--- src/hdl/icache_pkg.sv ---
`default_nettype none

package icache_pkg;

  localparam int PADDR_BITS  = 22;
  localparam int LINE_BYTES  = 64;
  localparam int LINE_BITS   = LINE_BYTES * 8;
  localparam int OFFSET_BITS = $clog2(LINE_BYTES);
  localparam int BLOCK_BITS  = PADDR_BITS - OFFSET_BITS;

  typedef logic [PADDR_BITS-1:0] paddr_t;
  typedef logic [BLOCK_BITS-1:0] block_addr_t;
  typedef logic [LINE_BITS-1:0]  line_t;

  // one response to the fetch side
  typedef struct packed {
    paddr_t addr;
    line_t  line;
  } fetch_resp_t;

  // line returned by the lower cache
  typedef struct packed {
    block_addr_t block;
    line_t       line;
  } fill_t;

  // pending fetch waiting on a block
  typedef struct packed {
    paddr_t addr;
  } miss_entry_t;

  typedef enum logic [1:0] {
    IDLE,
    LOOKUP,
    MISS,
    RESPOND
  } ctrl_state_t;

  typedef enum logic [1:0] {
    WAIT_FILL,
    DRAIN,
    RELEASE
  } replay_state_t;

endpackage

`default_nettype wire

--- src/hdl/miss_alloc.sv ---
`timescale 1ns/1ns
`default_nettype none

module miss_alloc #(
  parameter int MSHR_COUNT = 4
) (
  input  logic                     clk_in,
  input  logic                     rst_N_in,
  input  logic                     miss_valid,
  input  icache_pkg::paddr_t       miss_addr,
  output logic                     miss_ready,
  input  logic [MSHR_COUNT-1:0]    busy,
  input  icache_pkg::block_addr_t  block [MSHR_COUNT],
  input  logic [MSHR_COUNT-1:0]    full,
  output logic [MSHR_COUNT-1:0]    alloc,
  output logic [MSHR_COUNT-1:0]    enq,
  output icache_pkg::miss_entry_t  enq_entry,
  output logic                     lc_req_valid,
  input  logic                     lc_req_ready,
  output icache_pkg::block_addr_t  lc_req_block
);

  icache_pkg::block_addr_t  miss_blk;
  logic [MSHR_COUNT-1:0]    match_vec;
  logic [MSHR_COUNT-1:0]    free_vec;
  logic [MSHR_COUNT-1:0]    free_oh;
  logic                     matched;
  logic                     take;
  logic                     primary;
  logic                     req_valid_q;
  icache_pkg::block_addr_t  req_block_q;

  assign miss_blk = miss_addr[icache_pkg::PADDR_BITS-1:icache_pkg::OFFSET_BITS];

  always_comb begin
    for (int i = 0; i < MSHR_COUNT; i++) begin
      match_vec[i] = busy[i] && (block[i] == miss_blk);
    end
  end

  assign matched  = |match_vec;
  assign free_vec = ~busy;
  // lowest free queue as a one-hot
  assign free_oh  = free_vec & (~free_vec + 1'b1);

  // secondary miss only needs room in its queue
  // primary miss needs a free queue and an idle request port
  assign miss_ready = matched ? !(|(match_vec & full)) : ((|free_vec) && !req_valid_q);
  assign take       = miss_valid && miss_ready;
  assign primary    = take && !matched;

  assign enq       = take ? (matched ? match_vec : free_oh) : '0;
  assign alloc     = primary ? free_oh : '0;
  assign enq_entry = '{addr: miss_addr};

  always_ff @(posedge clk_in) begin
    if (!rst_N_in) begin
      req_valid_q <= 1'b0;
    end else if (primary) begin
      req_valid_q <= 1'b1;
    end else if (lc_req_ready) begin
      req_valid_q <= 1'b0;
    end
  end

  always_ff @(posedge clk_in) begin
    if (primary) begin
      req_block_q <= miss_blk;
    end
  end

  assign lc_req_valid = req_valid_q;
  assign lc_req_block = req_block_q;

endmodule

`default_nettype wire

--- config.mk ---
export PLATFORM = sky130hd
export DESIGN_NAME = miss_alloc
export DESIGN_NICKNAME = d
export VERILOG_FILES = /design/src/hdl/icache_pkg.sv /design/src/hdl/miss_alloc.sv
export SDC_FILE = /design/constraint.sdc
export NUM_CORES = 1
export LEC_CHECK = 0
export ABC_CLOCK_PERIOD_IN_PS = 7500
export BUFFER_PORTS_ARGS = -buffer_cell sky130_fd_sc_hd__buf_2
export CORE_UTILIZATION = 40
export DETAILED_ROUTE_END_ITERATION = 10
export PLACE_DENSITY = 0.81
export SLEW_MARGIN = 15
export SYNTH_ARGS = -nofsm -noshare
export SYNTH_HDL_FRONTEND = slang
export SYNTH_SLANG_ARGS = --single-unit
--- constraint.sdc ---
create_clock -name clk_in -period 7.5 [get_ports clk_in]
set_input_delay 1.875 -clock clk_in [delete_from_list [all_inputs] [get_ports clk_in]]
set_output_delay 1.875 -clock clk_in [all_outputs]
set_load 0.01 [all_outputs]
==> results.yml <==
floorplanning:
  coreArea_um2: 4350
  dieArea_um2: 4830
  io_pins: 146
  start_util_pct: 41.9
  fp.dieH_um: 69.5
  rows: 24
  die_w_um: 69.5
layout:
  nets: 401
  drive_gt1_share_pct: 48.3
  area_delta_synth_final_pct: 31.3
  antenna_cells: 0
  num-fill-cells: 414
drt:
  first_pass_iters: 4
  drc: 0
  met2_length_mm: 2.88
  drt-initial-drc-count: 82
  top_layer: "met4"
  wl_per_cell_um: 16.5
  via_per_inst: 5.17
  wl_met3_um: 546
  routed_wl_mm: 5.84
  drt-met1-wl_mm: 2.34
  vias: 1829
  ant_nets: 0
synthesis:
  synth_seq_cells: 17
  ys_types: 37
  ys_warn_count: 0
  synth_fp_nets: 291
  netlist_instances: 193
  avgSynthCellArea_um2: 9.45
  syn_area_um2: 1820
  synth-seq-area-share_pct: 27.4
global_routing:
  grt_use_total_pct: 23.7
  antenna_found_initial: 0
  grt_overflow: 0
  grt_pass1_vias: 1762
  grt_pass1_wl_mm: 8.72
  grt_max_degree: 17
clocking:
  cts_buffer_depth: 2
  h-tree-depth: 1
  ctsHoldBuffers: 0
  tritoncts: "done"
  post-cts-setup-buffers: 0
  cts_resized: 0
  clkSinkCount: 17
  cts-root-buf: "clkbuf_8"
  insertion_delay_ns: 0.25
  cts_made_buffers: 3
  path_clk_slew_ns: 0.06
critical_path:
  critPathLaunchType: "primary input"
  worst_ep_arrival_time_ns: 4.00
  crit_type: "in -> out"
  crit_required_ns: 5.62
  end_kind: "primary output"
  crit_fanout: 6
  r2r_setup_slack_ns: 5.80
sta:
  slew_headroom_pct: 56.8
  worst_slew_pin_slew_ns: 0.648
  setup-tns-final_ns: 0
  post-route-period-util_pct: 78.4
  min_period_ns: 5.88
  skew_ns: 0.00195
  rsz0062_at_grt: "false"
  setup-violations-final: 0
  finalHoldViolations: 0
  slew_viol_final: 0
  max_freq_ghz: 0.170
placement:
  place.gp.congestion: 0.938
  port_buffers: 133
  dp_hpwl_mm: 4.84
power:
  power_w: 0.000300
  p_per_area_nw_per_um2: 125
  ir_drop_v: 0.0000617
  p_leak_nw: 1.05
run:
  drv_cap: 0
worst_hold_path:
  hold_path_class: "reg -> reg"
run_status:
  status: "finished, final reports clean"
sequential cells by signal (all words and copies together) (netlist names):
register and count:
lc_req_valid 1, lc_req_block 16
stage by stage:
stage	cell area [um2]	hold WS (ns)	utilization, %	std cells	worst slack [ns]
after floorplan	1820	0.516	-	193	2.03
after global placement	2350	0.508	54.0	350	1.69
after detailed placement	2350	0.511	54.0	350	1.67
after CTS	2400	0.528	55.0	354	1.67
after global routing	2400	0.561	55.0	354	1.52
final	2400	0.529	55.0	354	1.62
worst paths after layout:
check | cells past startpoint | from | to
worst min-delay path | 2 | lc_req_valid | lc_req_valid
worst max-delay path | 9 | miss_addr[17] | miss_ready
worst min register to register | 2 | lc_req_valid | lc_req_valid
worst max register to register | 3 | lc_req_valid | lc_req_block[0]
layer usage:
| layer | GRT usage, % | up-vias |
|---|---|---|
| li1 | - | 882 |
| met1 | 29.6 | 831 |
| met2 | 42.5 | 110 |
| met3 | 2.47 | 6 |
| met4 | 7.71 | 0 |
| met5 | 0 | - |
where the power goes:
part	switching, W	total [W]	internal (W)
clock	0.0000316	0.0000684	0.0000369
sequential	0.00000162	0.000113	0.000111
combinational	0.0000650	0.000119	0.0000536
area by class of cell:
cell class / instances / area, um2 / share of cell area (%)
Multi-Input combinational cell: 147 / 1110 / 46.5
Timing Repair Buffer: 133 / 666 / 27.8
Sequential cell: 17 / 500 / 20.9
Inverter: 1 / 3.75 / 0.157
Tap cell: 52 / 65.1 / 2.72
Clock buffer: 3 / 41.3 / 1.72
Clock inverter: 1 / 5.00 / 0.209
critical path, cell delays in order:
cell	delay, ns
buf_2	0.17
xnor2_1	0.25
nand4_1	0.13
or4_1	0.42
nor4_2	0.43
a22o_2	0.23
a221oi_2	0.06
mux2_1	0.30
buf_2	0.14
kinds of logic (layout without fill, tap and decap cells):
logic type	Yosys count	in the layout	share of synthesized area [%]
XOR/XNOR	64	64	31.1
buffers and inverters	29	138	11.5
AO/OA/AOI/OAI	8	8	3.98
multiplexers	1	1	0.617
AND/OR/NAND/NOR	74	74	25.4
flip-flops	17	17	27.4
synthesized netlist by cell type, drive strengths merged:
master / instances / area [um2]
a22o: 1 / 10.0
o2bb2ai: 1 / 8.76
edfxtp: 16 / 480
nand4b: 4 / 35.0
nor4b: 5 / 43.8
a31o: 3 / 26.3
xnor2: 49 / 437
nand4: 14 / 93.8
nor4: 8 / 77.6
buf: 27 / 201
and2: 1 / 6.26
or4b: 1 / 13.8
or4: 1 / 7.51
nor3: 3 / 15.0
a21boi: 1 / 7.51
and3: 1 / 6.26
a221oi: 1 / 15.0
a21oi: 1 / 5.00
nor2: 7 / 26.3
inv: 1 / 3.75
nand3: 8 / 40.0
dfxtp: 1 / 20.0
xor2: 15 / 131
and4b: 1 / 10.0
clkbuf: 1 / 3.75
nor2b: 1 / 6.26
nand2: 18 / 75.1
mux2: 1 / 11.3
nand2b: 1 / 6.26
layout by cell type, fill, tap and decap left out, types with 2 or more instances in the layout:
cell | netlist | layout
xor2_1 | 15 | 15
buf_2 | 2 | 133
nand3_1 | 8 | 8
edfxtp_1 | 16 | 16
a31o_1 | 3 | 3
nand4b_1 | 4 | 4
nor4_2 | 2 | 2
nand2_1 | 17 | 17
nor3_1 | 3 | 3
nor4_1 | 5 | 5
nor4b_1 | 5 | 5
xnor2_1 | 48 | 48
nand4_1 | 13 | 13
nor2_1 | 7 | 7
clkbuf_8 | 0 | 3
Power figures use the tool's default switching activity.
