**config.mk**
```make
export PLATFORM = sky130hd
export DESIGN_NAME = mshr_queue
export DESIGN_NICKNAME = d
export VERILOG_FILES = /design/src/hdl/icache_pkg.sv /design/src/hdl/mshr_queue.sv
export SDC_FILE = /design/constraint.sdc
export NUM_CORES = 1
export LEC_CHECK = 0
export BUFFER_PORTS_ARGS = -buffer_cell sky130_fd_sc_hd__buf_2
export CORE_MARGIN = 8
export CORE_UTILIZATION = 59
export DETAILED_ROUTE_END_ITERATION = 7
export PLACE_DENSITY = 0.83
export RECOVER_POWER = 50
export SETUP_SLACK_MARGIN = 0.2
export SLEW_MARGIN = 10
export SYNTH_ARGS = -nofsm -noshare
export SYNTH_HDL_FRONTEND = slang
export SYNTH_SLANG_ARGS = --single-unit
```
**constraint.sdc**
```tcl
create_clock -name clk_in -period 4.65 [get_ports clk_in]
set_clock_uncertainty 0.1 [all_clocks]
set_input_delay 0.6975 -clock clk_in [delete_from_list [all_inputs] [get_ports clk_in]]
set_output_delay 0.6975 -clock clk_in [all_outputs]
set_load 0.01 [all_outputs]
```
**src/hdl/icache_pkg.sv**
```systemverilog
`default_nettype none

package icache_pkg;

  localparam int PADDR_BITS  = 22;
  localparam int LINE_BYTES  = 64;
  localparam int LINE_BITS   = LINE_BYTES * 8;
  localparam int OFFSET_BITS = $clog2(LINE_BYTES);
  localparam int BLOCK_BITS  = PADDR_BITS - OFFSET_BITS;

  typedef logic [PADDR_BITS-1:0] paddr_t;
  typedef logic [BLOCK_BITS-1:0] block_addr_t;
  typedef logic [LINE_BITS-1:0]  line_t;

  // one response to the fetch side
  typedef struct packed {
    paddr_t addr;
    line_t  line;
  } fetch_resp_t;

  // line returned by the lower cache
  typedef struct packed {
    block_addr_t block;
    line_t       line;
  } fill_t;

  // pending fetch waiting on a block
  typedef struct packed {
    paddr_t addr;
  } miss_entry_t;

  typedef enum logic [1:0] {
    IDLE,
    LOOKUP,
    MISS,
    RESPOND
  } ctrl_state_t;

  typedef enum logic [1:0] {
    WAIT_FILL,
    DRAIN,
    RELEASE
  } replay_state_t;

endpackage

`default_nettype wire

```
**src/hdl/mshr_queue.sv**
```systemverilog
`timescale 1ns/1ns
`default_nettype none

module mshr_queue #(
  parameter int QUEUE_DEPTH = 4
) (
  input  logic                     clk_in,
  input  logic                     rst_N_in,
  input  logic                     alloc,
  input  logic                     enq,
  input  icache_pkg::miss_entry_t  enq_entry,
  input  logic                     deq,
  input  logic                     release_en,
  output logic                     busy,
  output icache_pkg::block_addr_t  block,
  output logic                     full,
  output logic                     empty,
  output icache_pkg::miss_entry_t  head
);

  localparam int PTR_W = (QUEUE_DEPTH > 1) ? $clog2(QUEUE_DEPTH) : 1;
  localparam int CNT_W = $clog2(QUEUE_DEPTH + 1);

  icache_pkg::miss_entry_t  mem [QUEUE_DEPTH];
  logic [PTR_W-1:0]         rd_ptr;
  logic [PTR_W-1:0]         wr_ptr;
  logic [CNT_W-1:0]         count;
  logic                     busy_q;
  icache_pkg::block_addr_t  block_q;

  function automatic logic [PTR_W-1:0] next_ptr(logic [PTR_W-1:0] ptr);
    return (ptr == PTR_W'(QUEUE_DEPTH - 1)) ? '0 : ptr + 1'b1;
  endfunction

  always_ff @(posedge clk_in) begin
    if (!rst_N_in) begin
      busy_q <= 1'b0;
      rd_ptr <= '0;
      wr_ptr <= '0;
      count  <= '0;
    end else begin
      if (release_en) begin
        busy_q <= 1'b0;
      end
      // a new allocation wins over a release in the same cycle
      if (alloc) begin
        busy_q <= 1'b1;
      end
      if (enq) begin
        wr_ptr <= next_ptr(wr_ptr);
      end
      if (deq) begin
        rd_ptr <= next_ptr(rd_ptr);
      end
      if (enq && !deq) begin
        count <= count + 1'b1;
      end else if (deq && !enq) begin
        count <= count - 1'b1;
      end
    end
  end

  always_ff @(posedge clk_in) begin
    if (enq) begin
      mem[wr_ptr] <= enq_entry;
    end
    if (alloc) begin
      block_q <= enq_entry.addr[icache_pkg::PADDR_BITS-1:icache_pkg::OFFSET_BITS];
    end
  end

  assign busy  = busy_q;
  assign block = block_q;
  // a queue being released takes no new entry
  assign full  = (count == CNT_W'(QUEUE_DEPTH)) || release_en;
  assign empty = (count == '0);
  assign head  = mem[rd_ptr];

endmodule

`default_nettype wire

```
==> results.py <==
metrics = {
    "outcome": {
        "status": "complete, no violations",
    },
    "worst_hold_path": {
        "whs_path_depth": 1,
        "hp-start": "enq_entry[2]",
        "holdPathEnd": "mem[2][2]$_DFFE_PP_",
        "hp-class": "in -> reg",
    },
    "floorplan": {
        "coreArea_mm2": 0.00679,
        "die_h_um": 99.9,
        "initial_utilization_pct": 61.1,
        "die-area_mm2": 0.00998,
        "die_w_um": 99.9,
        "io_pins": 69,
        "rows": 30,
    },
    "sta": {
        "relSlewSlack_pct": 24.8,
        "worst_slack_ns": 1.67,
        "fin_crit_sh_pct": 64.0,
        "maxSlewViolCount": 0,
        "final-hold-violation-count": 0,
        "hold_ws_ns": 0.353,
        "worstMarginPinSlew_ns": 1.13,
        "max_freq_ghz": 0.336,
        "setup_tns_ns": 0,
        "fin_crit_ns": 2.98,
        "rsz0062_at_grt": "false",
        "setup_viol": 0,
    },
    "layout": {
        "layout_common_cells": "104 x edfxtp_1, 44 x buf_2, 24 x clkbuf_1, 20 x mux4_2, 16 x clkbuf_16",
        "final_common_cell": "edfxtp_1",
        "antenna_cells": 0,
        "area_growth_pct": 24.0,
        "nets": 298,
        "fin_cells": 372,
        "drive_above_1_share_pct": 35.1,
    },
    "logic_synthesis": {
        "synth-xor-area-share_pct": 0.422,
        "syn_area_mm2": 0.00415,
        "synth_seq_cells": 114,
        "netlist_instances": 178,
        "yosysSeqAreaShare_pct": 80.0,
        "muxShareOfSynthArea_pct": 13.1,
        "yosys.area_share.simple_pct": 2.29,
        "synth.distinct_cells": 23,
        "yosysWarnings": 0,
        "syn_nets": 213,
        "syn_area_per_cell_um2": 23.3,
        "synth_adder_area_share_pct": 2.29,
        "synth_compound_area_share_pct": 0.783,
        "synth_top_family_by_area": "multiplexers",
    },
    "route": {
        "drtPass1Iterations": 4,
        "dr_total_vias": 1987,
        "wire_per_inst_um": 21.0,
        "vias_per_cell": 5.34,
        "antenna_left": 0,
        "drt-total-wl_um": 7810,
        "drc": 0,
        "drt_iter0_markers": 131,
    },
    "setup_path": {
        "reg2reg_to": "mem[3][9]$_DFFE_PP_",
        "crit_path_start_kind": "flop",
        "cp_num_buf_inv": 1,
        "crit_family": "flip-flops",
        "cp_cell_sequence": "mux4_1, buf_2",
        "cp_slowest_cell": "dfxtp_2",
        "cp_max_fo": 22,
        "r2r_setup_slack_ns": 2.67,
        "critical_path_class": "reg -> out",
        "required_ns": 3.85,
        "end_kind": "output port",
        "worst-path-stages": 2,
        "cpPeakStageDelay_ns": 0.84,
        "crit_arrival_ns": 2.18,
        "r2r_start": "wr_ptr[0]$_SDFFE_PN0P_",
        "r2r.worst_path.cells": 2,
    },
    "power_and_ir_drop": {
        "p_total_mw": 2.64,
        "pwr_density_cell_mw_per_mm2": 512,
        "p_leak_nw": 1.80,
        "irDropWorstVdd_uv": 316,
    },
    "placed_design": {
        "place_ws_ns": 2.17,
        "dp_hpwl_um": 4540,
        "place.gp.congestion": 0.693,
        "dp.cells": 340,
        "io_buffer_count": 68,
    },
    "job": {
        "drv_cap": 0,
    },
    "grt": {
        "grt_antenna_before_repair": 0,
        "grt_max_degree": 23,
        "grt_pass1_vias": 2148,
        "grt_pass1_wl_um": 12000,
        "overflow": 0,
        "track_usage_pct": 17.0,
    },
    "cts": {
        "cts_resized": 0,
        "cts_tree": "built",
        "cts_buffer_depth": 2,
        "clk_latency_ns": 0.51,
        "htreeDepth": 4,
        "clock-sinks": 114,
        "cts-root-buf": "clkbuf_8",
        "post_cts_buffers": 0,
        "cts_hold_buf": 0,
        "clk_pin_slew_ns": 0.05,
        "cts_buffers": 17,
    },
}
## worst max-delay path by stage
stage | startpoint | endpoint
floorplan | deq | count[2]$_SDFFE_PN0P_
global placement | flop | head[0]
detailed placement | flop | head[21]
CTS | flop | head[21]
global route | flop | head[21]
finish | flop | head[21]
## registers in the layout, indices dropped and copies added (netlist names), named ones only
register and flops:
block 16, busy 1, mem 88, rd_ptr 2, wr_ptr 2, count 3
## kinds of logic after synthesis
| group | Yosys count |
|---|---|
| muxes | 26 |
| buffers and inverters | 8 |
| and+or+nand+nor | 16 |
| xor gates and xnor gates | 2 |
| adders and majority gates | 7 |
| DFF | 114 |
| AOI/OAI and AO/OA | 5 |
## Yosys cell counts (all sizes together)
| cell | count | area, um2 |
|---|---|---|
| nor2 | 2 | 7.51 |
| o21a | 1 | 7.51 |
| dfxtp | 10 | 200 |
| a21boi | 1 | 7.51 |
| a21o | 1 | 7.51 |
| nor3b | 1 | 7.51 |
| a21oi | 1 | 5.00 |
| inv | 4 | 15.0 |
| edfxtp | 104 | 3120 |
| ha | 6 | 75.1 |
| buf | 4 | 32.5 |
| xnor2 | 1 | 8.76 |
| mux2i | 4 | 40.0 |
| and2 | 5 | 31.3 |
| nor2b | 6 | 37.5 |
| xor2 | 1 | 8.76 |
| o21ai | 1 | 5.00 |
| nor3 | 1 | 5.00 |
| mux4 | 22 | 503 |
| or3 | 1 | 6.26 |
| fa | 1 | 20.0 |
## report_power, final
part           total (mW)  internal (mW)  switching (mW)
combinational       0.186         0.0878          0.0978
sequential           1.21           1.18          0.0339
clock                1.24          0.807           0.430
## layer usage
metal | routed length, um | track usage, %
met5 | 0 | 0
met4 | 150 | 8.15
met3 | 672 | 7.68
met2 | 4170 | 28.7
met1 | 2810 | 17.6
## metrics by stage
| stage | cell area, um2 | util [%] |
|---|---|---|
| finish | 5150 | 75.8 |
| global placement | 4600 | 67.7 |
| detailed placement | 4600 | 67.7 |
| global route | 5150 | 75.8 |
| CTS | 5180 | 76.2 |
| floorplan | 4150 | - |
## final cells by class
class | count | area (um2)
tap | 96 | 120
clock inverter | 15 | 168
fill | 365 | 1640
sequential | 114 | 3320
inverter | 4 | 15.0
multi-input combinational | 56 | 783
timing repair buffer | 70 | 325
clock buffer | 17 | 414
(Power assumes the default switching activity.)
