$ cat src/hdl/icache_pkg.sv
`default_nettype none

package icache_pkg;

  localparam int PADDR_BITS  = 22;
  localparam int LINE_BYTES  = 64;
  localparam int LINE_BITS   = LINE_BYTES * 8;
  localparam int OFFSET_BITS = $clog2(LINE_BYTES);
  localparam int BLOCK_BITS  = PADDR_BITS - OFFSET_BITS;

  typedef logic [PADDR_BITS-1:0] paddr_t;
  typedef logic [BLOCK_BITS-1:0] block_addr_t;
  typedef logic [LINE_BITS-1:0]  line_t;

  // one response to the fetch side
  typedef struct packed {
    paddr_t addr;
    line_t  line;
  } fetch_resp_t;

  // line returned by the lower cache
  typedef struct packed {
    block_addr_t block;
    line_t       line;
  } fill_t;

  // pending fetch waiting on a block
  typedef struct packed {
    paddr_t addr;
  } miss_entry_t;

  typedef enum logic [1:0] {
    IDLE,
    LOOKUP,
    MISS,
    RESPOND
  } ctrl_state_t;

  typedef enum logic [1:0] {
    WAIT_FILL,
    DRAIN,
    RELEASE
  } replay_state_t;

endpackage

`default_nettype wire

$ cat src/hdl/fill_replay.sv
`timescale 1ns/1ns
`default_nettype none

module fill_replay #(
  parameter int MSHR_COUNT = 4
) (
  input  logic                     clk_in,
  input  logic                     rst_N_in,
  input  logic                     lc_fill_valid,
  output logic                     lc_fill_ready,
  input  icache_pkg::fill_t        lc_fill,
  output logic                     store_we,
  output icache_pkg::fill_t        store_fill,
  input  logic [MSHR_COUNT-1:0]    busy,
  input  icache_pkg::block_addr_t  block [MSHR_COUNT],
  input  logic [MSHR_COUNT-1:0]    empty,
  input  icache_pkg::miss_entry_t  head [MSHR_COUNT],
  output logic [MSHR_COUNT-1:0]    deq,
  output logic [MSHR_COUNT-1:0]    release_en,
  output logic                     rep_valid,
  input  logic                     rep_ready,
  output icache_pkg::fetch_resp_t  rep
);

  icache_pkg::replay_state_t  state_q;
  icache_pkg::replay_state_t  state_d;
  logic [MSHR_COUNT-1:0]      sel_q;
  logic [MSHR_COUNT-1:0]      fill_match;
  icache_pkg::line_t          line_q;
  icache_pkg::miss_entry_t    sel_head;
  logic                       sel_empty;
  logic                       fill_take;
  logic                       ready_q;

  always_comb begin
    sel_head = '0;
    for (int i = 0; i < MSHR_COUNT; i++) begin
      fill_match[i] = busy[i] && (block[i] == lc_fill.block);
      if (sel_q[i]) begin
        sel_head = head[i];
      end
    end
  end

  assign sel_empty     = ~|(sel_q & ~empty);
  // fill port opens one cycle after reset
  assign lc_fill_ready = ready_q;
  assign fill_take     = lc_fill_valid && lc_fill_ready;

  // the store takes the fill on the same edge as the handshake
  assign store_we   = fill_take;
  assign store_fill = lc_fill;

  assign rep_valid  = (state_q == icache_pkg::DRAIN) && !sel_empty;
  assign rep        = '{addr: sel_head.addr, line: line_q};
  assign deq        = (rep_valid && rep_ready) ? sel_q : '0;
  assign release_en = ((state_q == icache_pkg::RELEASE) && sel_empty) ? sel_q : '0;

  always_comb begin
    state_d = state_q;
    case (state_q)
      icache_pkg::WAIT_FILL: begin
        // a fill nobody waits for only updates the store
        if (fill_take && (|fill_match)) begin
          state_d = icache_pkg::DRAIN;
        end
      end
      icache_pkg::DRAIN: begin
        if (sel_empty) begin
          state_d = icache_pkg::RELEASE;
        end
      end
      icache_pkg::RELEASE: begin
        // a late secondary miss sends us back to drain
        state_d = sel_empty ? icache_pkg::WAIT_FILL : icache_pkg::DRAIN;
      end
      default: begin
        state_d = icache_pkg::WAIT_FILL;
      end
    endcase
  end

  always_ff @(posedge clk_in) begin
    if (!rst_N_in) begin
      state_q <= icache_pkg::WAIT_FILL;
      sel_q   <= '0;
      ready_q <= 1'b0;
    end else begin
      state_q <= state_d;
      ready_q <= (state_d == icache_pkg::WAIT_FILL);
      if (fill_take) begin
        sel_q <= fill_match;
      end
    end
  end

  always_ff @(posedge clk_in) begin
    if (fill_take) begin
      line_q <= lc_fill.line;
    end
  end

endmodule

`default_nettype wire

$ cat config.mk
export PLATFORM = sky130hd
export DESIGN_NAME = fill_replay
export DESIGN_NICKNAME = d
export VERILOG_FILES = /design/src/hdl/icache_pkg.sv /design/src/hdl/fill_replay.sv
export SDC_FILE = /design/constraint.sdc
export NUM_CORES = 1
export LEC_CHECK = 0
export BUFFER_PORTS_ARGS = -buffer_cell sky130_fd_sc_hd__buf_2
export CAP_MARGIN = 20
export CORE_AREA = 8 8 672 674
export CTS_BUF_LIST = sky130_fd_sc_hd__clkbuf_8
export DETAILED_ROUTE_END_ITERATION = 8
export DIE_AREA = 0 0 680 682
export MAX_ROUTING_LAYER = met4
export SLEW_MARGIN = 5
export SYNTH_ARGS = -nofsm -noshare
export SYNTH_HDL_FRONTEND = slang
export SYNTH_SLANG_ARGS = --single-unit
export TNS_END_PERCENT = 30
$ cat constraint.sdc
create_clock -name clk_in -period 19.8 [get_ports clk_in]
set_input_delay 1.98 -clock clk_in [delete_from_list [all_inputs] [get_ports clk_in]]
set_output_delay 1.98 -clock clk_in [all_outputs]
set_load 0.02 [all_outputs]
==> summary.md <==
| Metric | Value |
|---|---|
| Cells taking the most area after synthesis | sky130_fd_sc_hd__edfxtp_1 73%, sky130_fd_sc_hd__buf_4 19%, sky130_fd_sc_hd__xnor2_1 2.6% |
| Crit-path max FO | 27 |
| Crit. End Element | output port |
| Final setup vio count | 0 |
| Cell internal pwr | between 2 and 2.5 mW |
| Per-cell via count in the routed design | 2.07 |
| Worst slew slack as a fraction of its limit | around a quarter |
| Worst ir drop on vdd | about 49 uV |
| Startpoint Class | register |
| Achievable frequency | 159 MHz |
| Sink of the worst hold path | sel_q[2]$_SDFFE_PN0P_ |
| Number of global-route vias before repair | 17,865 |
| Type of the worst setup path | reg -> out |
| DR DRC count | 0 |
| Static power due to leakage | ~14 nW |
| Clock tree from TritonCTS | built |
| Final Max Tran Viols | 0 |
| Areal power density over the cells | just under 90 nW/um^2 |
| Arrival time of the worst setup path | roughly 4300 ps |
| Clock Root Buffer | sky130_fd_sc_hd__clkbuf_8 |
| Yosys cell types | 27 |
| Power share of the combinational group | a little under a fifth |
| Setup total negative slack | 0 ps |
| Fin Clk Skew | between 80 and 90 ps |
| Final #Nets | about 3,300 |
| Cells after Synth | roughly 1,300 |
| Number of clock sinks | around 520 |
| Synthesized net count | about 2,000 |
| Antenna viol nets, final | 0 |
| Reg clk slew, reported paths | ~60 ps |
| Worst slack at placement | approximately 14,000 ps |
| Largest area contributor in the netlist | sky130_fd_sc_hd__edfxtp_1 |
| Worst reg2reg setup slack | approximately 16,000 ps |
| Yosys top cell area share | between 70% and 80% |
| Number of post-CTS setup repair buffers | 0 |
| GRT Resource Usage Total | between 10% and 20% |
| Worst Hold Class | reg -> reg |
| Die Width | between 600 and 700 um |
| Synthesized area per cell | approximately 16 sq um |
| Weighted congestion reported at the end of routability-driven placement | approximately 0.97 |
| Final HPWL DP | 327 mm |
| Run status | finished clean |
| CTS H-Tree Depth | 3 |
| Required time at the worst-slack endpoint | between 15,000 and 20,000 ps |
| Proportion of total power due to net switching | approximately a third |
| First-pass GRT wire length | ~380 mm |
| HP Start | sel_q[2]$_SDFFE_PN0P_ |
| CTS resizes | 0 |
| Largest net degree at the start of global routing | between 80 and 90 |
| Portion of the clock cycle consumed by the worst path in the final layout | between 30% and 40% |
| Post-Route WL | roughly 350 mm |
| DIE HEIGHT | just under 700 um |
| Startpoint of the most critical register-to-register path | lc_fill_ready$_SDFF_PN0_ |
| Synth-to-Final Area Change | 69.0% |
| TritonRoute pass-1 iters | 4 |
| Worst Hold Path Cells | 2 |
| Clock tree buffer depth | 4 |
| Number of hold violations in the final report | 0 |
| Initial detailed-routing violation count | approximately 1,500 |
| Initial antenna violation count | 204 |
| Cell Area, Synth | roughly 21,000 sq um |
| Tightest Pin Transition | ~1100 ps |
| Net switching power figure | 1.09 mW |
| Part of the power in the clock network | between 40% and 50% |
| Final critical-path required period | roughly 6300 ps |
| Standard cell core area | between 400,000 and 500,000 sq um |
| Row count | ~240 |
| Cells along the critical path | nor2_4 -> a22oi_1 -> nor2_1 -> a21oi_1 -> o21ai_0 -> buf_2 |
| Relative contribution of sequential cells to total power | around 40% |
| Cell at the slowest stage of the critical path | sky130_fd_sc_hd__nor2_4 |
| Remaining global-route overflow | 0 |
| RSZ-0062 raised after global routing | no |
| CP max stage delay | about 900 ps |
| Utilization after layout | around 8.1% |
| Port bufs | roughly 1,800 |
| Max-cap violations | 0 |
| Count of vias placed by the detailed router | around 18,000 |
| Register area share after synthesis | between 70% and 80% |
| Least setup slack across all paths after layout | 13,510 ps |
| Total clock buffers created by CTS | between 100 and 150 |
| Die Area | about 460,000 sq um |
| Flops & latches, synth | around 520 |
| Ratio of cells with drive above 1 in the final layout | 70.8% |
| Hold buffers post-CTS | 0 |
| Register-to-Register Path Depth | 6 |
| Average detailed-routed wire length per instance | around 40 um |
| Endpoint of the most critical register-to-register path | line_q[385]$_DFFE_PP_ |
| Boundary pin count | between 1,500 and 2,000 |
| Clk_lat worst skew | roughly 980 ps |
| Initial Utilization | slightly below 5% |
| Synth Warn # | 0 |
synth_stat cells:
cell type                    n
sky130_fd_sc_hd__and3b_1     1
sky130_fd_sc_hd__a22oi_1    22
sky130_fd_sc_hd__nand2_1    32
sky130_fd_sc_hd__nor3_1      1
sky130_fd_sc_hd__o21ai_0    23
sky130_fd_sc_hd__and3_1      7
sky130_fd_sc_hd__a221oi_1    1
sky130_fd_sc_hd__edfxtp_1  512
sky130_fd_sc_hd__buf_4     538
sky130_fd_sc_hd__buf_6       6
sky130_fd_sc_hd__a21oi_1    27
sky130_fd_sc_hd__and2_1      4
sky130_fd_sc_hd__or4_1       1
sky130_fd_sc_hd__nand4_1    12
sky130_fd_sc_hd__and4b_1     1
sky130_fd_sc_hd__nor2_1     24
sky130_fd_sc_hd__nand2b_1    2
sky130_fd_sc_hd__clkbuf_1   15
sky130_fd_sc_hd__o211ai_1    1
sky130_fd_sc_hd__nor4_1      5
sky130_fd_sc_hd__inv_1       6
sky130_fd_sc_hd__nand3_1     4
sky130_fd_sc_hd__a211o_1     1
sky130_fd_sc_hd__and3_4      1
sky130_fd_sc_hd__xnor2_1    64
sky130_fd_sc_hd__dfxtp_1     7
sky130_fd_sc_hd__o22ai_1     1
cell usage in the layout, fill, tap and decap left out, types with 4 or more instances in the layout:
cell type / count
sky130_fd_sc_hd__inv_1: 33
sky130_fd_sc_hd__and3_1: 7
sky130_fd_sc_hd__buf_4: 11
sky130_fd_sc_hd__a21oi_1: 27
sky130_fd_sc_hd__clkinv_1: 19
sky130_fd_sc_hd__diode_2: 91
sky130_fd_sc_hd__clkbuf_8: 116
sky130_fd_sc_hd__nor4_1: 5
sky130_fd_sc_hd__nand2_1: 32
sky130_fd_sc_hd__a22oi_1: 22
sky130_fd_sc_hd__bufinv_16: 7
sky130_fd_sc_hd__clkinv_4: 12
sky130_fd_sc_hd__clkinv_2: 11
sky130_fd_sc_hd__xnor2_1: 64
sky130_fd_sc_hd__nand4_1: 12
sky130_fd_sc_hd__nand3_1: 4
sky130_fd_sc_hd__nor2_1: 23
sky130_fd_sc_hd__dfxtp_1: 4
sky130_fd_sc_hd__o21ai_0: 23
sky130_fd_sc_hd__edfxtp_1: 512
sky130_fd_sc_hd__and2_1: 4
sky130_fd_sc_hd__clkinvlp_4: 10
sky130_fd_sc_hd__buf_2: 1764
per-layer routing:
layer  vias up  global-route usage (%)  share of wire (%)
met4         0                    3.47                3.1
met2      1747                    26.4                 52
li1       6994                       -                  -
met3       443                    11.3                 18
met5         -                       -                  0
met1      8933                    11.5                 28
flip-flops by register name, indices dropped and copies added (netlist names):
signal and count:
lc_fill_ready 1, line_q 512, sel_q 4, state_q 2
cell type report:
cell class	instances	area [sq um]
antenna	91	228
clock inverter	88	631
inverter	6	30.0
fill	51361	404000
sequential	519	15500
multi-input combinational	235	1480
clock buffer	116	1600
timing repair buffer	1775	8910
tap	5904	7390
logic make-up (layout without fill, tap and decap cells):
group	Yosys count	count (layout)	share of synthesized area, %
AOI/OAI and AO/OA	76	76	2.11
xor gates and xnor gates	64	64	2.65
buffers and inverters	565	1985	19.8
DFF	519	519	73.3
other	0	91	0
and+or+nand+nor	95	95	2.18
critical path, delay by kind of cell, from the launching register on:
kind                   cells  cell delay [ps]
buffers and inverters      1              360
DFF                        1              630
AOI/OAI and AO/OA          3             1160
and+or+nand+nor            2             1140
stage by stage:
step | hold slack (ps) | instance area, sq um | std cells | total power, mW
after detailed placement | 519 | 33300 | 8439 | 1.92
after global routing | 564 | 35700 | 8712 | 3.25
after floorplan | 449 | 21200 | 1319 | 1.56
after CTS | 529 | 35500 | 8643 | 3.23
after global placement | 522 | 33300 | 8439 | 1.91
final | 526 | 35800 | 8734 | 3.11
power groups by stage:
| stage | Clock, mW | Combinational (mW) | Sequential, mW |
|---|---|---|---|
| 2_1_floorplan | 0 | 0.188 | 1.38 |
| 5_1_grt | 1.35 | 0.627 | 1.28 |
| 3_5_place_dp | 0 | 0.620 | 1.30 |
| 6_report | 1.25 | 0.591 | 1.27 |
| 3_3_place_gp | 0 | 0.619 | 1.29 |
| 4_1_cts | 1.33 | 0.622 | 1.27 |
how the worst max path moves through the flow:
stage / from / to / slack [ps]
after floorplan: lc_fill_valid / store_we / 5730
after global placement: lc_fill_valid / line_q[423]$_DFFE_PP_ / 13920
after detailed placement: lc_fill_valid / line_q[95]$_DFFE_PP_ / 13770
after CTS: sel_q[1]$_SDFFE_PN0P_ / rep[520] / 13060
after global routing: sel_q[1]$_SDFFE_PN0P_ / rep[518] / 13170
final: sel_q[1]$_SDFFE_PN0P_ / rep[518] / 13510
Power figures use the tool's default switching activity.
