**config.mk**
```make
export PLATFORM = sky130hd
export DESIGN_NAME = icache_ctrl
export DESIGN_NICKNAME = d
export VERILOG_FILES = /design/src/hdl/icache_pkg.sv /design/src/hdl/icache_ctrl.sv
export SDC_FILE = /design/constraint.sdc
export NUM_CORES = 1
export LEC_CHECK = 0
export ABC_AREA = 1
export BUFFER_PORTS_ARGS = -buffer_cell sky130_fd_sc_hd__buf_2
export CAP_MARGIN = 0
export CORE_AREA = 2 2 653 655
export DETAILED_ROUTE_END_ITERATION = 8
export DIE_AREA = 0 0 655 657
export GPL_ROUTABILITY_DRIVEN = 0
export PLACE_DENSITY = 0.3
export SLEW_MARGIN = 15
export SYNTH_ARGS = -nofsm -noshare
export SYNTH_HDL_FRONTEND = slang
export SYNTH_SLANG_ARGS = --single-unit
```
**constraint.sdc**
```tcl
create_clock -name clk_in -period 14.45 [get_ports clk_in]
set_input_delay 1.445 -clock clk_in [delete_from_list [all_inputs] [get_ports clk_in]]
set_output_delay 1.445 -clock clk_in [all_outputs]
set_load 0.005 [all_outputs]
```
**src/hdl/icache_pkg.sv**
```systemverilog
`default_nettype none

package icache_pkg;

  localparam int PADDR_BITS  = 22;
  localparam int LINE_BYTES  = 64;
  localparam int LINE_BITS   = LINE_BYTES * 8;
  localparam int OFFSET_BITS = $clog2(LINE_BYTES);
  localparam int BLOCK_BITS  = PADDR_BITS - OFFSET_BITS;

  typedef logic [PADDR_BITS-1:0] paddr_t;
  typedef logic [BLOCK_BITS-1:0] block_addr_t;
  typedef logic [LINE_BITS-1:0]  line_t;

  // one response to the fetch side
  typedef struct packed {
    paddr_t addr;
    line_t  line;
  } fetch_resp_t;

  // line returned by the lower cache
  typedef struct packed {
    block_addr_t block;
    line_t       line;
  } fill_t;

  // pending fetch waiting on a block
  typedef struct packed {
    paddr_t addr;
  } miss_entry_t;

  typedef enum logic [1:0] {
    IDLE,
    LOOKUP,
    MISS,
    RESPOND
  } ctrl_state_t;

  typedef enum logic [1:0] {
    WAIT_FILL,
    DRAIN,
    RELEASE
  } replay_state_t;

endpackage

`default_nettype wire

```
**src/hdl/icache_ctrl.sv**
```systemverilog
`timescale 1ns/1ns
`default_nettype none

module icache_ctrl (
  input  logic                     clk_in,
  input  logic                     rst_N_in,
  input  logic                     fetch_valid,
  output logic                     fetch_ready,
  input  icache_pkg::paddr_t       fetch_addr,
  output logic                     lookup_valid,
  output icache_pkg::paddr_t       lookup_addr,
  input  logic                     hit,
  input  icache_pkg::line_t        line,
  output logic                     miss_valid,
  output icache_pkg::paddr_t       miss_addr,
  input  logic                     miss_ready,
  input  logic                     rep_valid,
  output logic                     rep_ready,
  input  icache_pkg::fetch_resp_t  rep,
  output logic                     resp_valid,
  input  logic                     resp_ready,
  output icache_pkg::fetch_resp_t  resp
);

  icache_pkg::ctrl_state_t  state_q;
  icache_pkg::ctrl_state_t  state_d;
  icache_pkg::paddr_t       fetch_q;
  logic                     pend_q;
  logic                     pend_d;
  logic                     resp_valid_q;
  icache_pkg::fetch_resp_t  resp_q;
  logic                     resp_free;
  logic                     load_en;
  icache_pkg::fetch_resp_t  load_data;

  // response register can take a new entry this cycle
  assign resp_free = !resp_valid_q || resp_ready;

  always_comb begin
    state_d      = state_q;
    pend_d       = pend_q;
    fetch_ready  = 1'b0;
    lookup_valid = 1'b0;
    lookup_addr  = fetch_addr;
    miss_valid   = 1'b0;
    miss_addr    = fetch_q;
    rep_ready    = 1'b0;
    load_en      = 1'b0;
    load_data    = rep;

    case (state_q)
      icache_pkg::IDLE: begin
        fetch_ready  = 1'b1;
        lookup_valid = fetch_valid;
        rep_ready    = resp_free;
        load_en      = rep_valid && resp_free;
        if (fetch_valid) begin
          state_d = icache_pkg::LOOKUP;
        end
      end
      icache_pkg::LOOKUP: begin
        load_data = '{addr: fetch_q, line: line};
        if (hit) begin
          load_en = resp_free;
          pend_d  = !resp_free;
          state_d = icache_pkg::RESPOND;
        end else begin
          state_d = icache_pkg::MISS;
        end
      end
      icache_pkg::MISS: begin
        miss_valid = 1'b1;
        // replays keep flowing so a full queue can drain while we stall
        rep_ready  = resp_free;
        load_en    = rep_valid && resp_free;
        if (miss_ready) begin
          state_d = icache_pkg::IDLE;
        end
      end
      icache_pkg::RESPOND: begin
        load_data = '{addr: fetch_q, line: line};
        if (pend_q) begin
          // a replay response still owns the port
          if (resp_free) begin
            load_en = 1'b1;
            pend_d  = 1'b0;
          end
        end else if (resp_ready) begin
          state_d = icache_pkg::IDLE;
        end
      end
      default: begin
        state_d = icache_pkg::IDLE;
      end
    endcase
  end

  always_ff @(posedge clk_in) begin
    if (!rst_N_in) begin
      state_q      <= icache_pkg::IDLE;
      pend_q       <= 1'b0;
      resp_valid_q <= 1'b0;
    end else begin
      state_q <= state_d;
      pend_q  <= pend_d;
      if (load_en) begin
        resp_valid_q <= 1'b1;
      end else if (resp_ready) begin
        resp_valid_q <= 1'b0;
      end
    end
  end

  always_ff @(posedge clk_in) begin
    if (load_en) begin
      resp_q <= load_data;
    end
    if (fetch_ready && fetch_valid) begin
      fetch_q <= fetch_addr;
    end
  end

  assign resp_valid = resp_valid_q;
  assign resp       = resp_q;

endmodule

`default_nettype wire

```
==> key figures, run 1 <==
Critical path
  • Worst reg2reg endpoint: resp[180]
  • Largest fanout of any net on the critical path: 140
  • Last element of the critical path: resp[180]
  • Chain of cells forming the critical path: inv_8 > nor2_1 > nand2_1 > nand3_1 > inv_8 > buf_12 > buf_4 > buf_4
  • Slowest cell on the critical path: sky130_fd_sc_hd__buf_4
  • Setup crit end kind: flip-flop
  • Type of origin of the critical path: flip-flop
  • Reg-to-reg setup timing slack: 9.83 ns
  • Levels on crit path: 8
  • Delay-heaviest family, CP: buffers and inverters
  • Arr. time, crit path: a little over 5 ns
  • Worst endpoint required time: 14.87 ns
  • Source of the worst register-to-register timing path: state_q[0]
  • Critical path buffers and inverters: 5
  • Crit Path Class: reg -> reg
  • Logic depth of the worst register-to-register path: 8
  • Critical Path Max Stage Delay: 0.70 ns
  • Critical path launch point: state_q[0]

Floorplanning
  • Die ar.: between 0.4 and 0.5 mm2
  • Core area: 0.423 mm2
  • Initial Utilization: under 10%
  • I/O Pins: around 1,700
  • Number of rows in the core area: 239
  • Width of the die: 655 um
  • Vertical die dimension: 657 um

Layout
  • Fill cell total of the finished layout: 49,500
  • Most frequent standard cell in the layout excluding fill and tap cells: sky130_fd_sc_hd__buf_2
  • Layout cell share with drive strength beyond 1: between 40% and 50%
  • Commonest non-fill, non-tap cells in the layout: sky130_fd_sc_hd__buf_2, sky130_fd_sc_hd__nand2_1, sky130_fd_sc_hd__edfxtp_1
  • Net count of the finished layout: approximately 5,000
  • Area grow syn2layout: 74.7%

Yosys
  • Yosys warning total: 0
  • Synth Cell Area: about 0.024 mm2
  • Simple-gate share of the synthesized area: 25.8%
  • Post-synthesis cell count: between 2,000 and 2,500
  • Largest family of logic cells by synthesized area: simple AND/OR/NAND/NOR gates
  • Synthesized-area fraction occupied by xor and xnor cells: 0%
  • Adder and majority cell fraction of the synthesized area: 0%
  • Mean area per synthesized cell: between 10 and 15 um2
  • #FFs+latches synth: 560
  • Distinct cells, synth: 14
  • Nets in the synthesized netlist: around 3,400
  • Biggest area consumer among synthesized cells: sky130_fd_sc_hd__edfxtp_1
  • Yosys top cell area share: 70.4%
  • Area fraction in compound gates after synthesis: less than 1%
  • Multiplexer share of the synthesized area: 0%
  • Top cells by area, synth: sky130_fd_sc_hd__edfxtp_1, sky130_fd_sc_hd__nand2_1, sky130_fd_sc_hd__buf_2
  • Fraction of the yosys area taken by sequential cells: just over 70%

GRT
  • Number of antenna violations at the first check in global routing: around 200
  • Combined global-route utilization of all metal layers: about an eighth
  • Overflow left after global routing: 0
  • Number of global-route vias before repair: roughly 25,000
  • Maximum number of pins on one net before global-route repair: 182
  • First-pass GRT wire length: 343,000 um

Detailed routing
  • Antenna viol nets, final: 0
  • Per-cell via count in the routed design: approximately 2.6
  • Remaining design rule violation count: 0
  • Number of iterations in the first detailed-routing pass: 7
  • Starting DRT DRC Count: between 1,500 and 2,000
  • Total vias in the final route: around 25,000
  • Post-detailed-route wirelength per cell: about 30 um
  • WL final: about 290,000 um

Pwr
  • Leakage power figure: 18.3 nW
  • Power density cells: 154 mW/mm2
  • Worst vdd rail ir drop: a little over 0.08 mV
  • Power after layout: 6.37 mW

CTS
  • Clock tree from TritonCTS: built
  • Source-to-sink clock delay at the later pin of the worst-skew pair: 0.82 ns
  • H-Tree Depth: 3
  • Register clock-pin slew on the reported worst setup and hold paths: approximately 0.050 ns
  • Hold-fix buffer count after cts: 0
  • Cts repair resizes: 0
  • Max clock buf depth: 4
  • Setup Buffers After CTS: 0
  • Number of buffers created by CTS: between 80 and 90
  • CTS Root Buffer Type: sky130_fd_sc_hd__clkbuf_16
  • Total clock sinks: 560

Timing
  • Number of failing setup endpoints in the final timing report: 0
  • Setup clock skew after layout: ~0.070 ns
  • Slew of the pin with the lowest slew margin: 1.13 ns
  • RSZ-0062 raised after global routing: false
  • Final hold viol count: 0
  • Highest attainable clock frequency: 216 MHz
  • Max Slew Vio Count: 0
  • Sum of negative setup slack: 0 ns
  • Relative slew slack: around a quarter
  • Final critical-path share of the clock period: between 30% and 40%
  • Crit path time final: 4.62 ns

Job
  • Max cap viols: 0

Min path
  • Hold Path Stages: 4
  • Type of the most critical hold path: reg -> reg

Placed design
  • Port-buffer cells: about 1,700
  • HPWL after DPL: 259,000 um

Outcome
  • Run status: finished clean
-- worst register-to-register path, delay by kind of cell, from the launching register on --
family                 cells  cell delay [ns]
buffers and inverters      5             3.31
flip-flops                 1             0.43
AND/OR/NAND/NOR            3             0.44
-- per-stage QoR --
| stage | area [um2] | util, % | hold slack [ns] | cells | setup slack [ns] |
|---|---|---|---|---|---|
| final | 41500 | 9.80 | 0.545 | 9732 | 9.83 |
| after global routing | 41400 | 9.79 | 0.607 | 9709 | 9.50 |
| after CTS | 41300 | 9.77 | 0.544 | 9691 | 9.78 |
| after detailed placement | 38500 | 9.12 | 0.536 | 9541 | 9.17 |
| after global placement | 38500 | 9.12 | 0.562 | 9541 | 9.16 |
| after floorplan | 23700 | - | 0.519 | 2343 | 1.60 |
-- Yosys cell counts --
cell	instances
sky130_fd_sc_hd__nor2_1	10
sky130_fd_sc_hd__inv_1	10
sky130_fd_sc_hd__o21ai_0	1
sky130_fd_sc_hd__edfxtp_1	556
sky130_fd_sc_hd__buf_2	98
sky130_fd_sc_hd__nand2_1	1612
sky130_fd_sc_hd__nor3_1	1
sky130_fd_sc_hd__buf_4	31
sky130_fd_sc_hd__nand3b_1	1
sky130_fd_sc_hd__inv_2	1
sky130_fd_sc_hd__clkbuf_1	12
sky130_fd_sc_hd__nand3_1	3
sky130_fd_sc_hd__a21oi_1	3
sky130_fd_sc_hd__dfxtp_1	4
-- final cells by class --
class | instances | area (um2) | share of cell area [%]
diodes | 40 | 100 | 0.241
clock buffers | 113 | 2300 | 5.54
clock inverters | 37 | 480 | 1.16
inverters | 11 | 56.3 | 0.136
multi-input cells | 1631 | 6140 | 14.8
flip-flops and latches | 560 | 16800 | 40.5
well taps | 5663 | 7090 | 17.1
repair buffers | 1677 | 8510 | 20.5
-- state kept, by name (all words and copies together), names as in the netlist --
signal	flops
miss_addr	22
pend_q	1
resp	534
resp_valid	1
state_q	2
-- power breakdown --
part / switching, mW / internal [mW] / leakage (nW) / total (mW)
clock network: 0.891 / 1.30 / 1.33 / 2.19
registers: 0.149 / 2.23 / 5.50 / 2.38
logic: 1.39 / 0.419 / 11.5 / 1.80
-- worst min-delay path by stage --
stage	slack [ns]	end	from
after floorplan	0.52	pend_q	pend_q
after global placement	0.56	pend_q	pend_q
after detailed placement	0.54	pend_q	pend_q
after CTS	0.54	pend_q	pend_q
after global routing	0.61	pend_q	pend_q
final	0.54	pend_q	pend_q
-- kinds of logic after synthesis --
logic type | Yosys count
buffers and inverters | 152
DFF | 560
and+or+nand+nor | 1627
AOI/OAI and AO/OA | 4
-- per-layer routing --
metal	up-vias	share of wire, %	GRT usage (%)
met5	-	0.22	0
met4	100	3.1	3.35
met3	471	15	8.26
met2	1552	46	21.4
met1	12200	35	13.5
li1	10900	-	-
Power figures use the tool's default switching activity.
==> run 2, diff against run 1 <==
clock period = 4.3 ns   (was 14.45 ns; I/O delays follow)
==> run 2 against run 1 <==
  * Sequential cell count is the same
  * Sequential power grew to 3.3 times the previous value
  * Combinational power grew to 4.2 times the previous value
  * Count of clock-buffer cells in the layout down 12
  * Largest power group unchanged
  * Wire length fell by 3.2%
  * Critical path depth down 2
  * Fmax increased by 30%
  * Cell count is 11% higher
  * Sequential share of layout area is 8.3 points lower
  * Critical path type unchanged
  * Worst hold slack lost 0.51 ns
==> key figures, run 2 (same netlist as run 1, synthesis figures left out) <==
Critical path
  • Source of the worst register-to-register timing path: state_q[0] (unchanged)
  • Critical Path Max Stage Delay: 0.82 ns (was 0.70 ns)
  • Logic depth of the worst register-to-register path: 6 (was 8)
  • Largest fanout of any net on the critical path: 193 (was 140)
  • Crit Path Class: reg -> reg (unchanged)
  • Slowest cell on the critical path: sky130_fd_sc_hd__buf_4 (unchanged)
  • Setup crit end kind: flip-flop (unchanged)
  • Cell seen most often among critical-path stages: sky130_fd_sc_hd__nand2_1
  • Worst reg2reg endpoint: resp[386] (was resp[180])
  • Reg-to-reg setup timing slack: 0.76 ns (was 9.83 ns)
  • Type of origin of the critical path: flip-flop (unchanged)
  • Worst endpoint required time: 4.95 ns (was 14.87 ns)
  • Arr. time, crit path: 4.19 ns (was 5.05 ns)
  • Chain of cells forming the critical path: inv_8 > buf_12 > buf_4 > nand2_1 > nand2_1 > dlygate4sd3_1 (was inv_8 > nor2_1 > nand2_1 > nand3_1 > inv_8 > buf_12 > buf_4 > buf_4)

Min path
  • Type of the most critical hold path: in -> reg (was reg -> reg)
  • Hold worst-path end: resp[484] (was pend_q)
  • Worst min-delay path startpoint: line[484] (was pend_q)
  • Hold Path Stages: 3 (was 4)

Placed design
  • HPWL after DPL: 244,000 um (was 259,000 um)
  • Port-buffer cells: 1,657 (unchanged)
  • Dpl cell area: 0.0387 mm2 (was 0.0385 mm2)
  • Post-Place Cells: 9,547 (was 9,541)

Layout
  • Net count of the finished layout: 6,093 (was 5,044)
  • Flip-flop count of the largest register after layout: 534 (unchanged)
  • Area grow syn2layout: 120% (was 74.7%)
  • Most frequent standard cell in the layout excluding fill and tap cells: sky130_fd_sc_hd__buf_2 (unchanged)
  • Commonest non-fill, non-tap cells in the layout: sky130_fd_sc_hd__buf_2, sky130_fd_sc_hd__nand2_1, sky130_fd_sc_hd__dlygate4sd3_1 (was sky130_fd_sc_hd__buf_2, sky130_fd_sc_hd__nand2_1, sky130_fd_sc_hd__edfxtp_1)
  • Layout cell share with drive strength beyond 1: 35.7% (was 44.7%)
  • Count of non-filler cells in the finished layout: 10,800 (was 9,732)
  • Finished Cell Area: 0.0521 mm2 (was 0.0415 mm2)
  • Finished Core Util: 12.3% (was 9.80%)

GRT
  • Combined global-route utilization of all metal layers: 12.5% (was 12.9%)
  • Maximum number of pins on one net before global-route repair: 194 (was 182)
  • Overflow left after global routing: 0 (unchanged)
  • First-pass GRT wire length: 342,000 um (was 343,000 um)
  • Number of global-route vias before repair: 30,000 (was 25,200)
  • Number of antenna violations at the first check in global routing: 153 (was 199)

Timing
  • Final worst hold slack: 0.0370 ns (was 0.545 ns)
  • Final critical-path share of the clock period: 82.4% (was 32.0%)
  • Final hold viol count: 0 (unchanged)
  • Number of failing setup endpoints in the final timing report: 0 (unchanged)
  • RSZ-0062 raised after global routing: false (unchanged)
  • Setup clock skew after layout: 0.0872 ns (was 0.0698 ns)
  • Max Slew Vio Count: 0 (unchanged)
  • Crit path time final: 3.54 ns (was 4.62 ns)
  • Relative slew slack: 3.65% (was 24.9%)
  • Slew of the pin with the lowest slew margin: 1.45 ns (was 1.13 ns)
  • Sum of negative setup slack: 0 ns (unchanged)
  • Highest attainable clock frequency: 282 MHz (was 216 MHz)

Floorplanning
  • Vertical die dimension: 657 um (unchanged)
  • Width of the die: 655 um (unchanged)
  • Die ar.: 0.430 mm2 (unchanged)
  • Core area: 0.423 mm2 (unchanged)
  • I/O Pins: 1,658 (unchanged)
  • Number of rows in the core area: 239 (unchanged)
  • Initial Utilization: 5.61% (unchanged)

Job
  • Max cap viols: 0 (unchanged)

CTS
  • Max clock buf depth: 4 (unchanged)
  • Total clock sinks: 560 (unchanged)
  • Clock tree from TritonCTS: built (unchanged)
  • CTS Root Buffer Type: sky130_fd_sc_hd__clkbuf_16 (unchanged)
  • H-Tree Depth: 3 (unchanged)
  • Hold-fix buffer count after cts: 1,043 (was 0)
  • Number of buffers created by CTS: 89 (was 88)
  • Setup Buffers After CTS: 0 (unchanged)
  • Cts repair resizes: 0 (unchanged)
  • Source-to-sink clock delay at the later pin of the worst-skew pair: 0.85 ns (was 0.82 ns)
  • Register clock-pin slew on the reported worst setup and hold paths: 0.07 ns (was 0.05 ns)

Detailed routing
  • Per-cell via count in the routed design: 2.71 (was 2.59)
  • Starting DRT DRC Count: 2,053 (was 1,891)
  • Remaining design rule violation count: 0 (unchanged)
  • Post-detailed-route wirelength per cell: 25.9 um (was 29.7 um)
  • WL final: 280,000 um (was 289,000 um)
  • Antenna viol nets, final: 0 (unchanged)
  • Number of iterations in the first detailed-routing pass: 5 (was 7)
  • Total vias in the final route: 29,300 (was 25,200)

Pwr
  • Power density cells: 440 mW/mm2 (was 154 mW/mm2)
  • Worst vdd rail ir drop: 0.294 mV (was 0.0820 mV)
  • Leakage power figure: 22.8 nW (was 18.3 nW)

Outcome
  • Run status: finished clean (unchanged)
-- run 2: cell types whose count changed in the layout (fill, tap and decap cells not counted), moves of 2 or more --
cell	before	now
sky130_fd_sc_hd__buf_4	15	17
sky130_fd_sc_hd__clkinv_1	7	21
sky130_fd_sc_hd__diode_2	40	86
sky130_fd_sc_hd__buf_12	4	8
sky130_fd_sc_hd__dlygate4sd3_1	0	1043
sky130_fd_sc_hd__clkbuf_1	25	12
sky130_fd_sc_hd__nor2_1	10	8
sky130_fd_sc_hd__clkinv_2	6	11
-- run 2: cell type report --
type,instances,area (um2)
clock inverter,55,554
multi-input combinational,1631,6160
inverter,11,52.6
sequential,560,16800
timing repair buffer,2725,19000
tap,5663,7090
clock buffer,101,2270
antenna,86,215
fill,48900,371000
-- run 2: critical path, delay by kind of cell (launching register included) --
family,cells,cell delay (ns)
buffers and inverters,4,2.02
DFF,1,0.46
and+or+nand+nor,2,0.23
-- run 2: routing by layer --
metal | track usage [%] | up-vias | share of wire [%]
met4 | 3.41 | 58 | 2.9
met1 | 12.8 | 14400 | 35
met3 | 7.29 | 346 | 14
met2 | 21.3 | 1580 | 48
li1 | - | 13000 | -
met5 | 0 | - | 0.13
-- run 2: report_power, final --
part	leakage [nW]	internal, mW	switching (mW)	total, mW
logic	16.0	2.70	4.86	7.56
clock network	1.37	4.38	3.07	7.45
registers	5.50	7.47	0.470	7.94
-- run 2: worst max-delay path by stage --
stage | cells after the start | slack, ns | endpoint | startpoint
final | 6 | 0.76 | resp[386] | state_q[0]
after floorplan | 6 | -4.84 | resp[0] | state_q[0]
after global placement | 5 | 1.43 | resp[159] | state_q[0]
after global routing | 6 | 0.63 | resp[443] | state_q[0]
after CTS | 6 | 0.86 | resp[394] | state_q[0]
after detailed placement | 5 | 1.37 | resp[394] | state_q[0]
-- run 2: metrics by stage --
stage | total power [mW] | worst slack, ns
CTS | 23.7 | 0.859
detailed placement | 14.4 | 1.37
global route | 24.2 | 0.635
floorplan | 9.72 | -4.84
finish | 23.0 | 0.758
global placement | 14.5 | 1.43
==> run 3, diff against run 2 <==
CORE_AREA = 2 2 647 649   (was 2 2 653 655)
DIE_AREA = 0 0 649 651   (was 0 0 655 657)
clock period = 3.05 ns   (was 4.3 ns; I/O delays follow)
==> run 3 against run 2 <==
  * Sequential share of layout area about the same
  * Clock skew shrank 0.043 ns
  * Worst setup slack got worse by 0.39 ns
  * Combinational power increased by 47%
  * Cell area about the same
  * Clock power rose by 37%
  * Cell count is 1.7% lower
  * Non-clock buffer count rose by 33
  * Die area is 1.8% lower
  * Sequential cell count unchanged
  * First-iteration DRC count decreased by 8.5%
  * Global-route usage up 0.49 points
  * Critical path type unchanged
  * Highest routed layer unchanged
==> key figures, run 3 (same netlist as run 1, synthesis figures left out) <==
Detailed routing
  • Antenna viol nets, final: 0 (unchanged)
  • Starting DRT DRC Count: 1,878 (was 2,053)
  • Post-detailed-route wirelength per cell: 26.7 um (was 25.9 um)
  • Total vias in the final route: 29,100 (was 29,300)
  • Per-cell via count in the routed design: 2.74 (was 2.71)
  • WL final: 284,000 um (was 280,000 um)
  • Remaining design rule violation count: 0 (unchanged)
  • Number of iterations in the first detailed-routing pass: 6 (was 5)

Outcome
  • Run status: finished clean (unchanged)

Critical path
  • Setup crit end kind: flip-flop (unchanged)
  • Last element of the critical path: resp[345] (was resp[386])
  • Source of the worst register-to-register timing path: state_q[0] (unchanged)
  • Largest fanout of any net on the critical path: 90 (was 193)
  • Logic depth of the worst register-to-register path: 5 (was 6)
  • Worst reg2reg endpoint: resp[345] (was resp[386])
  • Slowest cell on the critical path: sky130_fd_sc_hd__buf_4 (unchanged)
  • Arr. time, crit path: 3.36 ns (was 4.19 ns)
  • Reg-to-reg setup timing slack: 0.37 ns (was 0.76 ns)
  • Worst endpoint required time: 3.73 ns (was 4.95 ns)
  • Crit Path Class: reg -> reg (unchanged)
  • Critical Path Max Stage Delay: 0.75 ns (was 0.82 ns)
  • Critical path launch point: state_q[0] (unchanged)
  • Cell seen most often among critical-path stages: sky130_fd_sc_hd__nand2_1 (unchanged)
  • Chain of cells forming the critical path: buf_12 > buf_4 > nand2_1 > nand2_1 > dlygate4sd3_1 (was inv_8 > buf_12 > buf_4 > nand2_1 > nand2_1 > dlygate4sd3_1)
  • Type of origin of the critical path: flip-flop (unchanged)

CTS
  • Number of buffers created by CTS: 87 (was 89)
  • Setup Buffers After CTS: 0 (unchanged)
  • Max clock buf depth: 4 (unchanged)
  • Hold-fix buffer count after cts: 1,074 (was 1,043)
  • Register clock-pin slew on the reported worst setup and hold paths: 0.06 ns (was 0.07 ns)
  • Cts repair resizes: 0 (unchanged)
  • CTS Root Buffer Type: sky130_fd_sc_hd__clkbuf_16 (unchanged)
  • Clock tree from TritonCTS: built (unchanged)
  • Source-to-sink clock delay at the later pin of the worst-skew pair: 0.81 ns (was 0.85 ns)
  • H-Tree Depth: 3 (unchanged)
  • Total clock sinks: 560 (unchanged)

Layout
  • Area grow syn2layout: 120% (about the same)
  • Finished Cell Area: 0.0521 mm2 (about the same)
  • Finished Core Util: 12.5% (was 12.3%)
  • Layout cell share with drive strength beyond 1: 35.6% (was 35.7%)
  • Fill cell total of the finished layout: 47,700 (was 48,900)
  • Commonest non-fill, non-tap cells in the layout: sky130_fd_sc_hd__buf_2, sky130_fd_sc_hd__nand2_1, sky130_fd_sc_hd__dlygate4sd3_1 (unchanged)
  • Flip-flop count of the largest register after layout: 534 (unchanged)
  • Most frequent standard cell in the layout excluding fill and tap cells: sky130_fd_sc_hd__buf_2 (unchanged)
  • Net count of the finished layout: 6,124 (was 6,093)

Timing
  • Relative slew slack: 20.5% (was 3.65%)
  • Final worst hold slack: 0.192 ns (was 0.0370 ns)
  • Max Slew Vio Count: 0 (unchanged)
  • Sum of negative setup slack: 0 ns (unchanged)
  • Crit path time final: 2.68 ns (was 3.54 ns)
  • Number of failing setup endpoints in the final timing report: 0 (unchanged)
  • RSZ-0062 raised after global routing: false (unchanged)
  • Final hold viol count: 0 (unchanged)
  • Setup clock skew after layout: 0.0446 ns (was 0.0872 ns)
  • Final critical-path share of the clock period: 87.9% (was 82.4%)
  • Highest attainable clock frequency: 373 MHz (was 282 MHz)
  • Slew of the pin with the lowest slew margin: 1.19 ns (was 1.45 ns)
  • Least setup slack across all paths after layout: 0.370 ns (was 0.758 ns)

GRT
  • Maximum number of pins on one net before global-route repair: 182 (was 194)
  • Combined global-route utilization of all metal layers: 13.0% (was 12.5%)
  • First-pass GRT wire length: 346,000 um (was 342,000 um)
  • Number of global-route vias before repair: 30,000 (about the same)
  • Number of antenna violations at the first check in global routing: 154 (was 153)
  • Overflow left after global routing: 0 (unchanged)

Pwr
  • Power density cells: 622 mW/mm2 (was 440 mW/mm2)
  • Worst vdd rail ir drop: 0.336 mV (was 0.294 mV)
  • Leakage power figure: 23.0 nW (was 22.8 nW)

Floorplanning
  • I/O Pins: 1,658 (unchanged)
  • Initial Utilization: 5.71% (was 5.61%)
  • Core area: 0.415 mm2 (was 0.423 mm2)
  • Vertical die dimension: 651 um (was 657 um)
  • Die ar.: 0.422 mm2 (was 0.430 mm2)
  • Number of rows in the core area: 237 (was 239)
  • Width of the die: 649 um (was 655 um)

Job
  • Max cap viols: 0 (unchanged)

Placed design
  • Dpl cell area: 0.0385 mm2 (was 0.0387 mm2)
  • Port-buffer cells: 1,657 (unchanged)
  • Post-placement worst setup slack: 0.892 ns (was 1.37 ns)
  • HPWL after DPL: 251,000 um (was 244,000 um)

Min path
  • Type of the most critical hold path: in -> reg (unchanged)
-- run 3: cell type report --
cell class                 count  area, um2  area share [%]
antenna                       45        113           0.216
clock buffer                  98       2240            4.30
timing repair buffer        2758      19400            37.2
clock inverter                49        504           0.967
tap                         5497       6880            13.2
inverter                      11       52.6           0.101
sequential                   560      16800            32.2
multi-input combinational   1631       6150            11.8
-- run 3: worst min-delay path by stage --
stage	startpoint	endpoint	slack, ns	cells past startpoint
floorplan	fetch_addr[0]	miss_addr[0]	0.40	0
global placement	fetch_addr[5]	miss_addr[5]	0.50	1
detailed placement	fetch_addr[3]	miss_addr[3]	0.50	1
CTS	line[459]	resp[459]	0.01	3
global route	fetch_addr[5]	miss_addr[5]	0.16	2
finish	rep[63]	resp[63]	0.19	3
-- run 3: power breakdown --
group | internal (mW) | switching [mW]
sequential | 10.5 | 0.669
clock | 5.95 | 4.23
combinational | 3.90 | 7.16
-- run 3: stage by stage --
step	std cells	total power, mW
global route	10600	34.2
finish	10600	32.4
CTS	10600	33.6
detailed placement	9382	20.8
floorplan	2343	13.7
global placement	9382	20.8
-- run 3: routing by layer --
metal / track usage [%] / part of all wire, %
met5: 0 / 0.17
met4: 5.31 / 4.8
met3: 7.74 / 14
met2: 21.7 / 47
met1: 13.0 / 35
-- run 3: critical path, delay by kind of cell (launching register included) --
family	cells	cell delay (ns)
buffers and inverters	3	1.59
flip-flops	1	0.47
AND/OR/NAND/NOR	2	0.29
